**config.mk**
```make
export PLATFORM = sky130hd
export DESIGN_NAME = ds18b20_sequencer
export DESIGN_NICKNAME = d
export VERILOG_FILES = /design/src/source/thermo_pkg.sv /design/src/source/ds18b20_sequencer.sv
export SDC_FILE = /design/constraint.sdc
export NUM_CORES = 1
export LEC_CHECK = 0
export BUFFER_PORTS_ARGS = -buffer_cell sky130_fd_sc_hd__buf_2
export CORE_MARGIN = 1
export CORE_UTILIZATION = 35
export CTS_BUF_LIST = sky130_fd_sc_hd__clkbuf_16
export DETAILED_ROUTE_END_ITERATION = 8
export PLACE_DENSITY = 0.59
export SLEW_MARGIN = 20
export SYNTH_ARGS = -nofsm -noshare
export SYNTH_HDL_FRONTEND = slang
export SYNTH_SLANG_ARGS = --single-unit
```
**constraint.sdc**
```tcl
create_clock -name clk -period 2.6 [get_ports clk]
set_clock_uncertainty 0.05 [all_clocks]
set_input_delay 0.26 -clock clk [delete_from_list [all_inputs] [get_ports clk]]
set_output_delay 0.26 -clock clk [all_outputs]
set_load 0.05 [all_outputs]
```
**src/source/thermo_pkg.sv**
```systemverilog
package thermo_pkg;

  // ROM and function commands of the DS18B20.
  localparam logic [7:0] CMD_SKIP_ROM     = 8'hCC;
  localparam logic [7:0] CMD_CONVERT_T    = 8'h44;
  localparam logic [7:0] CMD_READ_SCRATCH = 8'hBE;

  // Reset and presence detect, in microseconds.
  localparam int unsigned T_RESET_LOW_US       = 480;
  localparam int unsigned T_PRESENCE_SAMPLE_US = 70;  // Counted from the release of the bus.
  localparam int unsigned T_RESET_RELEASE_US   = 480;

  // Time slots, in microseconds.
  localparam int unsigned T_SLOT_US        = 70;
  localparam int unsigned T_WRITE1_LOW_US  = 6;
  localparam int unsigned T_WRITE0_LOW_US  = 60;
  localparam int unsigned T_READ_LOW_US    = 2;
  localparam int unsigned T_READ_SAMPLE_US = 12;

  typedef enum logic [1:0] {
    SLOT_RESET,
    SLOT_WRITE0,
    SLOT_WRITE1,
    SLOT_READ
  } slot_kind_t;

  // Scratchpad bytes 0 and 1, two's complement in steps of 1/16 degree.
  typedef logic [15:0] raw_temp_t;

  typedef struct packed {
    logic       negative;
    logic [3:0] hundreds;
    logic [3:0] tens;
    logic [3:0] ones;
    logic [3:0] tenths;
  } temp_reading_t;

  // Active low, bit order gfedcba.
  localparam logic [0:9][6:0] SEG_GLYPH = {
    7'b1000000,
    7'b1111001,
    7'b0100100,
    7'b0110000,
    7'b0011001,
    7'b0010010,
    7'b0000010,
    7'b1111000,
    7'b0000000,
    7'b0010000
  };

  localparam logic [6:0] SEG_MINUS = 7'b0111111;  // Only segment g lit.

endpackage

```
**src/source/ds18b20_sequencer.sv**
```systemverilog
module ds18b20_sequencer #(
  parameter int CONV_POLL_LIMIT = 11000
) (
  input  logic                   clk,
  input  logic                   rst_n,
  output logic                   slot_req,
  output thermo_pkg::slot_kind_t slot_kind,
  input  logic                   slot_busy,
  input  logic                   slot_done,
  input  logic                   slot_bit,
  output thermo_pkg::raw_temp_t  raw_temp,
  output logic                   raw_valid,
  output logic                   sensor_fault
);

  localparam int PCW = $clog2(CONV_POLL_LIMIT + 1);

  typedef enum logic [2:0] {
    PH_RST1,
    PH_SKIP1,
    PH_CONV,
    PH_POLL,
    PH_RST2,
    PH_SKIP2,
    PH_RDCMD,
    PH_READ
  } phase_t;

  phase_t                 phase;
  logic                   waiting;
  logic [7:0]             tx_byte;
  logic [3:0]             bit_cnt;
  logic [PCW-1:0]         poll_cnt;
  thermo_pkg::slot_kind_t next_kind;

  always_comb begin
    case (phase)
      PH_RST1, PH_RST2: next_kind = thermo_pkg::SLOT_RESET;
      PH_POLL, PH_READ: next_kind = thermo_pkg::SLOT_READ;
      default:          next_kind = tx_byte[0] ? thermo_pkg::SLOT_WRITE1 : thermo_pkg::SLOT_WRITE0;
    endcase
  end

  always_ff @(posedge clk or negedge rst_n) begin
    if (!rst_n) begin
      phase        <= PH_RST1;
      waiting      <= 1'b0;
      slot_req     <= 1'b0;
      slot_kind    <= thermo_pkg::SLOT_RESET;
      bit_cnt      <= '0;
      poll_cnt     <= '0;
      raw_valid    <= 1'b0;
      sensor_fault <= 1'b0;
    end else begin
      slot_req  <= 1'b0;
      raw_valid <= 1'b0;
      if (!waiting) begin
        if (!slot_busy) begin
          slot_req  <= 1'b1;
          slot_kind <= next_kind;
          waiting   <= 1'b1;
        end
      end else if (slot_done) begin
        waiting <= 1'b0;
        case (phase)
          PH_RST1, PH_RST2: begin
            sensor_fault <= !slot_bit;
            bit_cnt      <= '0;
            if (!slot_bit) phase <= PH_RST1;  // No sensor, so the whole sequence starts over.
            else if (phase == PH_RST1) phase <= PH_SKIP1;
            else phase <= PH_SKIP2;
          end
          PH_POLL: begin
            if (slot_bit) begin
              phase <= PH_RST2;
            end else if (poll_cnt == PCW'(CONV_POLL_LIMIT - 1)) begin
              phase <= PH_RST1;
            end else begin
              poll_cnt <= poll_cnt + 1'b1;
            end
          end
          PH_READ: begin
            bit_cnt <= bit_cnt + 1'b1;
            if (bit_cnt == 4'd15) begin
              raw_valid <= 1'b1;
              phase     <= PH_RST1;
            end
          end
          default: begin
            bit_cnt <= bit_cnt + 1'b1;
            if (bit_cnt == 4'd7) begin
              bit_cnt  <= '0;
              poll_cnt <= '0;
              case (phase)
                PH_SKIP1: phase <= PH_CONV;
                PH_CONV:  phase <= PH_POLL;
                PH_SKIP2: phase <= PH_RDCMD;
                default:  phase <= PH_READ;
              endcase
            end
          end
        endcase
      end
    end
  end

  // Command bytes go out LSB first, the temperature word comes in LSB first.
  always_ff @(posedge clk) begin
    if (waiting && slot_done) begin
      case (phase)
        PH_RST1, PH_RST2: tx_byte <= thermo_pkg::CMD_SKIP_ROM;
        PH_SKIP1: tx_byte <= (bit_cnt == 4'd7) ? thermo_pkg::CMD_CONVERT_T : tx_byte >> 1;
        PH_SKIP2: tx_byte <= (bit_cnt == 4'd7) ? thermo_pkg::CMD_READ_SCRATCH : tx_byte >> 1;
        PH_READ:  raw_temp <= {slot_bit, raw_temp[15:1]};
        default:  tx_byte <= tx_byte >> 1;
      endcase
    end
  end

  a_raw_valid_pulse: assert property (@(posedge clk) disable iff (!rst_n)
    raw_valid |=> !raw_valid)
    else $error("raw_valid held for more than one cycle.");

endmodule

```
==> reports/qor.txt, run 1 <==
Gr ovfl total -> 0
RSZ-0062 raised after global routing -> false
Die ar. -> 7700 µm²
Setup Viol. Count Final -> 0
Post-synthesis cell area -> 2570 µm²
Gates resized, CTS repair -> 0
Setup bufs post-CTS -> 0
IO Pins -> 26
H-tree lvl count -> 2
Layout cells sized above 1 -> 0.227
Worst slew pin tran -> 0.629 ns
Tmin final -> 2.10 ns
Ant diodes -> 0
MaxCap Viol Count -> 0
Slew headroom -> 0.580
Comb power frac -> 0.335
Clk_lat worst skew -> 0.29 ns
Initial DRC Count -> 83
Post-CTS Hold Buffers -> 1
Synth Net Count -> 230
Final GP Congestion -> 0.719
Commonest cells post-synth -> dfrtp_1 (27), edfxtp_1 (24), nor2_1 (20)
First-pass GRT wire length -> 7690 µm
Initial antenna violation count -> 0
Dpl hpwl -> 3220 µm
Via count -> 1682
Worst min path class -> in -> reg
Wire per inst -> 13.2 µm
DRC -> 0
Synth Instances -> 215
Synthesized area per cell -> 12.0 µm²
Post-Route WL -> 4530 µm
Root buf cell -> clkbuf_16
IO Port Bufs -> 25
DR pass1 iterations -> 4
Fin nets -> 261
Pin count of the biggest net entering global routing -> 28
Synth area leaders -> edfxtp_1 (28%), dfrtp_1 (26%), ha_1 (4.9%)
FP Rows -> 30
Total Routing Usage GR -> 0.127
Number of global-route vias before repair -> 1536
Setup CP Type -> reg -> reg
Period utilization -> 0.806
Worst IR drop on VDD -> 0.335 mV
Num CTS Buffers -> 5
Clk pwr share -> 0.245
Synthesized flop and latch total -> 51
Cell Pwr Density -> 927 nW/µm²
Post-synth cell types -> 42
Status -> completed
Clock buffer depth -> 2
Internal -> 1.71 mW
CP Launch Type -> flop
DIE HEIGHT -> 87.7 µm
Ys Warns -> 0
Crit path max fanout -> 13
Via-to-Cell Ratio -> 4.90
CP Data Required Time -> 2.73 ns
Synth Flop Type -> dfrtp_1
Reg power frac -> 0.420
Worst-path clk slew -> 0.07 ns
Pins Over Slew Limit -> 0
Antenna-violating nets left -> 0
Core Region -> 6940 µm²
Leakage power -> 1.16 nW
P_sw -> 1.05 mW
Net Sw Frac -> 0.380
Sequential cell area fraction in the yosys report -> 0.543
Worst Setup End Kind -> flop
CTS tree -> done
Share of the synthesized area in the top cell type -> 0.280
Fillcell total -> 636
CTS sink cnt -> 51
Ys async rst share -> 0.529
FMAX -> 0.477 GHz
Arrival time at the worst endpoint -> 2.22 ns
DIE WIDTH -> 87.7 µm
Post-synth top area cell -> edfxtp_1
Post-layout power -> 2.75 mW
Post-synth EDFFs -> 24
Final Hold Viols -> 0
Starting Density -> 0.370
Top-count cell post-synth -> dfrtp_1
Setup TNS -> 0 ns
Area grow syn2layout -> 15.5%
## worst paths after layout
check,end,start,cells after the start,slack [ns]
max,phase[1]$_DFFE_PN0P_,poll_cnt[0]$_DFFE_PN0P_,6,0.50
min,waiting$_DFF_PN0_,slot_busy,2,0.10
max reg2reg,phase[1]$_DFFE_PN0P_,poll_cnt[0]$_DFFE_PN0P_,6,0.50
min reg2reg,raw_temp[13]$_DFFE_PP_,raw_temp[14]$_DFFE_PP_,0,0.39
max in group asynchronous,waiting$_DFF_PN0_,rst_n,2,1.62
min in group asynchronous,poll_cnt[7]$_DFFE_PN0P_,rst_n,2,0.47
## stage by stage
| stage | setup WS [ns] | area, µm² | instances | util | hold WS [ns] |
|---|---|---|---|---|---|
| 4_1_cts | 0.499 | 2970 | 343 | 0.428 | 0.0987 |
| 3_5_place_dp | 0.512 | 2810 | 334 | 0.404 | 0.271 |
| 2_1_floorplan | 0.625 | 2570 | 215 | - | -0.0856 |
| 5_1_grt | 0.359 | 2970 | 343 | 0.428 | 0.0993 |
| 3_3_place_gp | 0.537 | 2810 | 334 | 0.404 | 0.265 |
| 6_report | 0.504 | 2970 | 343 | 0.428 | 0.104 |
## cell usage in the layout, fill, tap and decap left out, types with 9 or more instances in the layout
cell      instances
inv_1            10
buf_2            25
dfrtp_1          27
a21oi_1          14
edfxtp_1         24
nor2_1           20
nand3_1           9
nand2_1          19
ha_1             10
o21ai_0          11
xnor2_1          11
## flip-flops by register name, summed over array words and instances, names as in the netlist, named ones only
signal / count
slot_kind: 2
slot_req: 1
raw_valid: 1
raw_temp: 16
sensor_fault: 1
phase: 2
waiting: 1
bit_cnt: 4
poll_cnt: 14
tx_byte: 8
## per-layer routing
metal,part of all wire,GRT usage,vias to the layer above
met5,0,0,-
met4,0.0093,0.0313,0
met3,0.029,0.0264,4
met2,0.43,0.185,35
met1,0.53,0.192,799
li1,-,-,844
## power groups by stage
stage	clock, mW	sequential [mW]	combinational [mW]
floorplan	0	1.27	0.595
global placement	0	1.16	0.915
detailed placement	0	1.17	0.922
CTS	0.695	1.16	0.927
global route	0.716	1.18	1.04
finish	0.675	1.16	0.922
## worst max-delay path, cell delays in order (launching register included)
cell and delay, ns:
dfrtp_1 0.42, ha_1 0.24, and2_1 0.18, and4_4 0.29
or3_1 0.37, nand2_1 0.12, mux2_1 0.32
## layout make-up
cell class / instances / area (µm²) / share of cell area
sequential: 51 / 1400 / 0.470
clock buffer: 5 / 125 / 0.0421
timing repair buffer: 33 / 188 / 0.0632
tap: 96 / 120 / 0.0404
multi-input combinational: 145 / 1070 / 0.362
inverter: 10 / 37.5 / 0.0126
clock inverter: 3 / 28.8 / 0.00969
## logic make-up after synthesis
logic type,count (synthesis),share of synthesized area
xor+xnor,11,0.0375
simple gates,67,0.131
compound gates,54,0.187
fa+ha+maj,10,0.0486
flops,51,0.543
mux,3,0.0122
buf+inv,19,0.0404
No activity file was read; power rests on OpenSTA's default activity.
==> inputs of run 2 (changes only) <==
- PLACE_DENSITY: 0.59 -> 0.61
- clock period: 2.6 -> 1.9 ns (I/O delays scaled with it)
==> run 2 against run 1 <==
Against the previous run:
- setup slack got worse by 0.48 ns
- sequential power increased by 30%
- maximum frequency rose by 12%
- largest power group is now combinational logic
==> reports/qor.txt, run 2 (synthesis gave the netlist of run 1 again) <==
Status -> completed
First-pass GRT wire length -> 8400 µm (+9.2%)
Total Routing Usage GR -> 0.143 (+0.0160)
Setup TNS -> 0 ns (unchanged)
Commonest non-fill, non-tap cells in the layout -> buf_4 (33), dfrtp_1 (27), buf_2 (25)
Worst min path class -> in -> reg
Period utilization -> 0.987 (+0.181)
RSZ-0062 raised after global routing -> true
Final cell count without fillers -> 374 (+9.0%)
Most common cell after layout, fill and taps aside -> buf_4
Slew headroom -> 0.562 (-0.0181)
Worst R2R End -> poll_cnt[11]$_DFFE_PN0P_
Area grow syn2layout -> 27.6%
Clock buffer depth -> 2 (unchanged)
Initial antenna violation count -> 0 (unchanged)
Critical path endpoint -> poll_cnt[11]$_DFFE_PN0P_
R2R depth -> 10 (+4)
FMAX -> 0.533 GHz (+12%)
CTS sink cnt -> 51 (unchanged)
DRC -> 0 (unchanged)
Pin count of the biggest net entering global routing -> 28 (unchanged)
Root buf cell -> clkbuf_16
Setup CP Type -> reg -> reg
Setup crit start -> phase[1]$_DFFE_PN0P_
Met2 Track Usage GR -> 0.230 (+0.0444)
Post-Route WL -> 5130 µm (+13%)
Cell Pwr Density -> 1290 nW/µm² (+39%)
GRT busiest layer -> met2
Max reg flops -> 16 (unchanged)
Via count -> 1822 (+8.3%)
Pins Over Slew Limit -> 0 (unchanged)
Fillcell total -> 616 (-3.1%)
Layout cells sized above 1 -> 0.349 (+0.122)
Final Hold Viols -> 0 (unchanged)
Num CTS Buffers -> 5 (unchanged)
WHS -> 0.0505 ns (-0.0531 ns)
Dpl hpwl -> 3670 µm (+14%)
Wire per inst -> 13.7 µm (+4.0%)
FP Rows -> 30 (unchanged)
CP Data Required Time -> 2.04 ns (-0.69 ns)
Ant diodes -> 0 (unchanged)
Reg2reg start -> phase[1]$_DFFE_PN0P_
H-tree lvl count -> 2 (unchanged)
Worst IR drop on VDD -> 0.563 mV (+68%)
Antenna-violating nets left -> 0 (unchanged)
Gr ovfl total -> 0 (unchanged)
Worst slew pin tran -> 0.655 ns (+0.0257 ns)
Final GP Congestion -> 0.742 (+3.3%)
Arrival time at the worst endpoint -> 2.01 ns (-0.21 ns)
Number of global-route vias before repair -> 1746 (+14%)
Worst Setup End Kind -> flop
DIE WIDTH -> 87.7 µm (unchanged)
CTS tree -> done
Worst-path clk slew -> 0.07 ns (about the same)
Fin nets -> 292 (+12%)
Multi-input gate area -> 1110 µm² (+3.4%)
Flop2flop setup slack -> 0.02 ns (-0.48 ns)
Starting Density -> 0.370 (unchanged)
IO Port Bufs -> 25 (unchanged)
Setup Viol. Count Final -> 0 (unchanged)
DR pass1 iterations -> 4 (unchanged)
MaxCap Viol Count -> 0 (unchanged)
DIE HEIGHT -> 87.7 µm (unchanged)
Crit path max fanout -> 5 (-8)
Via-to-Cell Ratio -> 4.87 (-0.66%)
Seq. cell area -> 1400 µm² (unchanged)
Grt met3 use -> 0.0311 (+0.00471)
CP Launch Type -> flop
Leakage power -> 1.32 nW (+14%)
Biggest register -> raw_temp
Largest regs -> raw_temp x16, poll_cnt x14, tx_byte x8
Clk_lat worst skew -> 0.29 ns (about the same)
Die ar. -> 7700 µm² (unchanged)
Tmin final -> 1.88 ns (-0.220 ns)
Initial DRC Count -> 78 (-6.0%)
GRT met1 Usage -> 0.190 (-0.00201)
Core Region -> 6940 µm² (unchanged)
Cells after DPL -> 364 (+9.0%)
IO Pins -> 26 (unchanged)
-- run 2: cell types whose count changed in the layout (fill, tap and decap cells not counted), moves of 3 or more --
cell	before	now
buf_4	7	33
ha_2	0	3
ha_1	10	7
buf_6	0	4
-- run 2: final cells by class --
cell class	instances	area share
Sequential cell	51	0.425
Clock buffer	5	0.0381
Inverter	10	0.0114
Timing Repair Buffer	64	0.136
Clock inverter	3	0.0133
Multi-Input combinational cell	145	0.339
Tap cell	96	0.0366
-- run 2: power by group --
group / switching [mW] / total [mW] / leakage [nW] / internal [mW]
Clock: 0.390 / 1.01 / 0.0838 / 0.621
Combinational: 0.988 / 1.69 / 0.665 / 0.705
Sequential: 0.107 / 1.51 / 0.575 / 1.41
-- run 2: what timing repair did --
action	CTS	global route
endpoints found under the setup margin	16	22
resized for setup	7	6
hold buffers	1	0
gates cloned	0	0
buffers inserted	0	1
pin swaps	3	5
hold endpoints to repair	27	0
-- run 2: worst min-delay path by stage --
stage / from / endpoint / cells after the start
floorplan: rst_n / async pin / 0
global placement: rst_n / poll_cnt[9]$_DFFE_PN0P_ / 1
detailed placement: rst_n / bit_cnt[1]$_DFFE_PN0P_ / 1
CTS: slot_busy / waiting$_DFF_PN0_ / 2
global route: slot_busy / waiting$_DFF_PN0_ / 2
finish: slot_busy / waiting$_DFF_PN0_ / 2
-- run 2: per-stage QoR --
stage                     utilization  cell area (µm²)  setup slack [ns]  total power [mW]
final                           0.473             3280            0.0242              4.22
after global routing            0.473             3280           -0.0770              4.47
after CTS                       0.469             3250          0.000266              4.24
after detailed placement        0.439             3050            -0.358              3.16
after global placement          0.439             3050            -0.279              3.13
after floorplan                     -             2580           0.00379              2.55
-- run 2: worst max-delay path: stages (launching register included) --
cell	delay, ns
dfrtp_1	0.35
buf_4	0.14
inv_1	0.08
ha_1	0.20
inv_2	0.08
o2111ai_4	0.16
buf_6	0.18
buf_4	0.13
a2111oi_4	0.20
xnor2_1	0.16
nor2_1	0.05
-- run 2: routing by layer --
metal / part of all wire / routed length (µm) / vias to the layer above
li1: - / - / 909
met1: 0.48 / 2480 / 862
met2: 0.45 / 2330 / 44
met3: 0.047 / 243 / 7
met4: 0.016 / 81 / 0
met5: 0 / 0 / -
==> inputs of run 3 (changes only) <==
- BUFFER_PORTS_ARGS: -buffer_cell sky130_fd_sc_hd__buf_2 -> not set
- CTS_CLUSTER_SIZE: not set -> 16
- DONT_BUFFER_PORTS: not set -> 1
- PLACE_DENSITY: 0.61 -> 0.58
- SLEW_MARGIN: 20 -> 25
==> run 3 against run 2 <==
Against the previous run:
- total power down 5.1%
- largest cell class unchanged
- largest power group is now sequential cells
- count of clock-buffer cells in the layout unchanged
- global-route usage down 0.66 points
- via count down 6.9%
- non-clock buffer count down 33
- first-iteration DRC count up 12%
==> reports/qor.txt, run 3 (synthesis gave the netlist of run 1 again) <==
Status -> completed
Starting Density -> 0.370 (unchanged)
RSZ-0062 raised after global routing -> true
Clk pwr share -> 0.228 (-0.012)
H-tree lvl count -> 2 (unchanged)
Antenna-violating nets left -> 0 (unchanged)
Clock buffer depth -> 2 (unchanged)
Worst IR drop on VDD -> 0.479 mV (-15%)
Initial antenna violation count -> 0 (unchanged)
Ant diodes -> 0 (unchanged)
Sequence of cells on the critical path -> ha_2 > and2_1 > and4_4 > buf_12 > a2111oi_2 > xnor2_1 > nor2_1
Worst Setup End Kind -> flop
Core Region -> 6940 µm² (unchanged)
Tmin final -> 1.86 ns (-0.0130 ns)
Post-Route WL -> 4910 µm (-4.4%)
Most common cell after layout, fill and taps aside -> dfrtp_1
CTS sink cnt -> 51 (unchanged)
DIE HEIGHT -> 87.7 µm (unchanged)
Initial DRC Count -> 87 (+12%)
Wire per inst -> 14.4 µm (+4.9%)
Pin count of the biggest net entering global routing -> 28 (unchanged)
Worst-path clk slew -> 0.07 ns (about the same)
Area after DPL -> 2890 µm² (-5.3%)
Period utilization -> 0.980 (-0.00685)
FMAX -> 0.537 GHz (+0.70%)
Reg power frac -> 0.431 (+0.072)
Largest regs -> raw_temp x16, poll_cnt x14, tx_byte x8
WHS -> 0.0474 ns (-0.00306 ns)
Net Sw Frac -> 0.368 (+0.0161)
Worst slew pin tran -> 0.533 ns (-0.122 ns)
GRT met1 Usage -> 0.182 (-0.00819)
Grt met3 use -> 0.0349 (+0.00377)
Final Hold Viols -> 0 (unchanged)
CP max stage cell -> dfrtp_1
MaxCap Viol Count -> 0 (unchanged)
IO Pins -> 26 (unchanged)
DIE WIDTH -> 87.7 µm (unchanged)
CP Launch Type -> flop
Setup bufs post-CTS -> 0 (unchanged)
Setup slack after layout -> 0.0372 ns (+0.0130 ns)
Post-layout power -> 4.00 mW (-5.1%)
Worst min path class -> in -> reg
Final Cell Area -> 3130 µm² (-4.7%)
Number of global-route vias before repair -> 1665 (-4.6%)
Critical Path Max Stage Delay -> 0.39 ns (+0.04 ns)
Setup TNS -> 0 ns (unchanged)
Arrival time at the worst endpoint -> 1.99 ns (-0.02 ns)
Via-to-Cell Ratio -> 4.97 (+2.1%)
GRT busiest layer -> met2
CTS tree -> done
Biggest register -> raw_temp
Fin nets -> 259 (-11%)
Setup CP Type -> reg -> reg
Setup Viol. Count Final -> 0 (unchanged)
Dpl hpwl -> 3470 µm (-5.4%)
P_sw -> 1.47 mW (-0.75%)
Area grow syn2layout -> 21.6%
IO Port Bufs -> 0 (-100%)
Met2 Track Usage GR -> 0.214 (-0.0162)
Die ar. -> 7700 µm² (unchanged)
Root buf cell -> clkbuf_16
Leakage power -> 1.19 nW (-10%)
DR pass1 iterations -> 4 (unchanged)
Layout cells sized above 1 -> 0.245 (-0.104)
FP Rows -> 30 (unchanged)
Clk_lat worst skew -> 0.29 ns (about the same)
Internal -> 2.53 mW (-7.5%)
DRC -> 0 (unchanged)
Max reg flops -> 16 (unchanged)
Commonest non-fill, non-tap cells in the layout -> dfrtp_1 (27), edfxtp_1 (24), buf_4 (23)
Num CTS Buffers -> 5 (unchanged)
Pins Over Slew Limit -> 0 (unchanged)
Comb power frac -> 0.341 (-0.060)
Crit path max fanout -> 12 (+7)
Slew headroom -> 0.644 (+0.0820)
Total Routing Usage GR -> 0.137 (-0.00659)
Via count -> 1696 (-6.9%)
Cell Pwr Density -> 1280 nW/µm² (-0.42%)
Place WS -> 0.00501 ns (+0.363 ns)
Final GP Congestion -> 0.761 (+2.5%)
CP Data Required Time -> 2.03 ns (about the same)
Gr ovfl total -> 0 (unchanged)
First-pass GRT wire length -> 8120 µm (-3.4%)
## run 3: worst max-delay path, delay by kind of cell (launching register included)
family	cells	cell delay (ns)
XOR/XNOR	1	0.16
AO/OA/AOI/OAI	1	0.39
flip-flops	1	0.39
buffers and inverters	1	0.15
adder cells (fa/ha/maj)	1	0.19
AND/OR/NAND/NOR	3	0.42
## run 3: final timing paths
| path | end | start | cells after the start | slack [ns] |
|---|---|---|---|---|
| setup reg to reg | poll_cnt[6]$_DFFE_PN0P_ | poll_cnt[0]$_DFFE_PN0P_ | 7 | 0.04 |
| hold reg to reg | slot_req$_DFF_PN0_ | waiting$_DFF_PN0_ | 1 | 0.48 |
| hold / removal | phase[0]$_DFFE_PN0P_ | slot_bit | 2 | 0.05 |
| setup / recovery | poll_cnt[6]$_DFFE_PN0P_ | poll_cnt[0]$_DFFE_PN0P_ | 7 | 0.04 |
| max in group asynchronous | raw_valid$_DFF_PN0_ | rst_n | 2 | 1.33 |
| min in group asynchronous | poll_cnt[12]$_DFFE_PN0P_ | rst_n | 2 | 0.31 |
## run 3: routing by layer
layer / up-vias / part of all wire
met4: 0 / 0.0059
met3: 4 / 0.039
met5: - / 0
met1: 816 / 0.51
met2: 36 / 0.45
li1: 840 / -
## run 3: final cells by class
class	count	area, µm²
flip-flops and latches	51	1400
fillers	634	3820
inverters	10	37.5
well taps	96	120
repair buffers	31	303
multi-input cells	145	1120
clock buffers	5	125
clock inverters	3	28.8
## run 3: per-stage QoR
stage	util	instances
4_1_cts	0.446	341
5_1_grt	0.450	341
3_5_place_dp	0.416	329
6_report	0.450	341
3_3_place_gp	0.416	329
2_1_floorplan	-	215
## run 3: power groups by stage
stage	combinational, mW	sequential [mW]	clock, mW
finish	1.36	1.72	0.915
global route	1.54	1.75	0.986
CTS	1.36	1.72	0.943
detailed placement	1.31	1.74	0
global placement	1.30	1.74	0
floorplan	0.818	1.73	0
## run 3: timing repair
item | CTS | global route
endpoints found under the hold margin | 31 | 0
cloned | 0 | 0
pin swaps | 0 | 3
hold buffers | 4 | 0
resized for setup | 1 | 6
endpoints found under the setup margin | 1 | 15
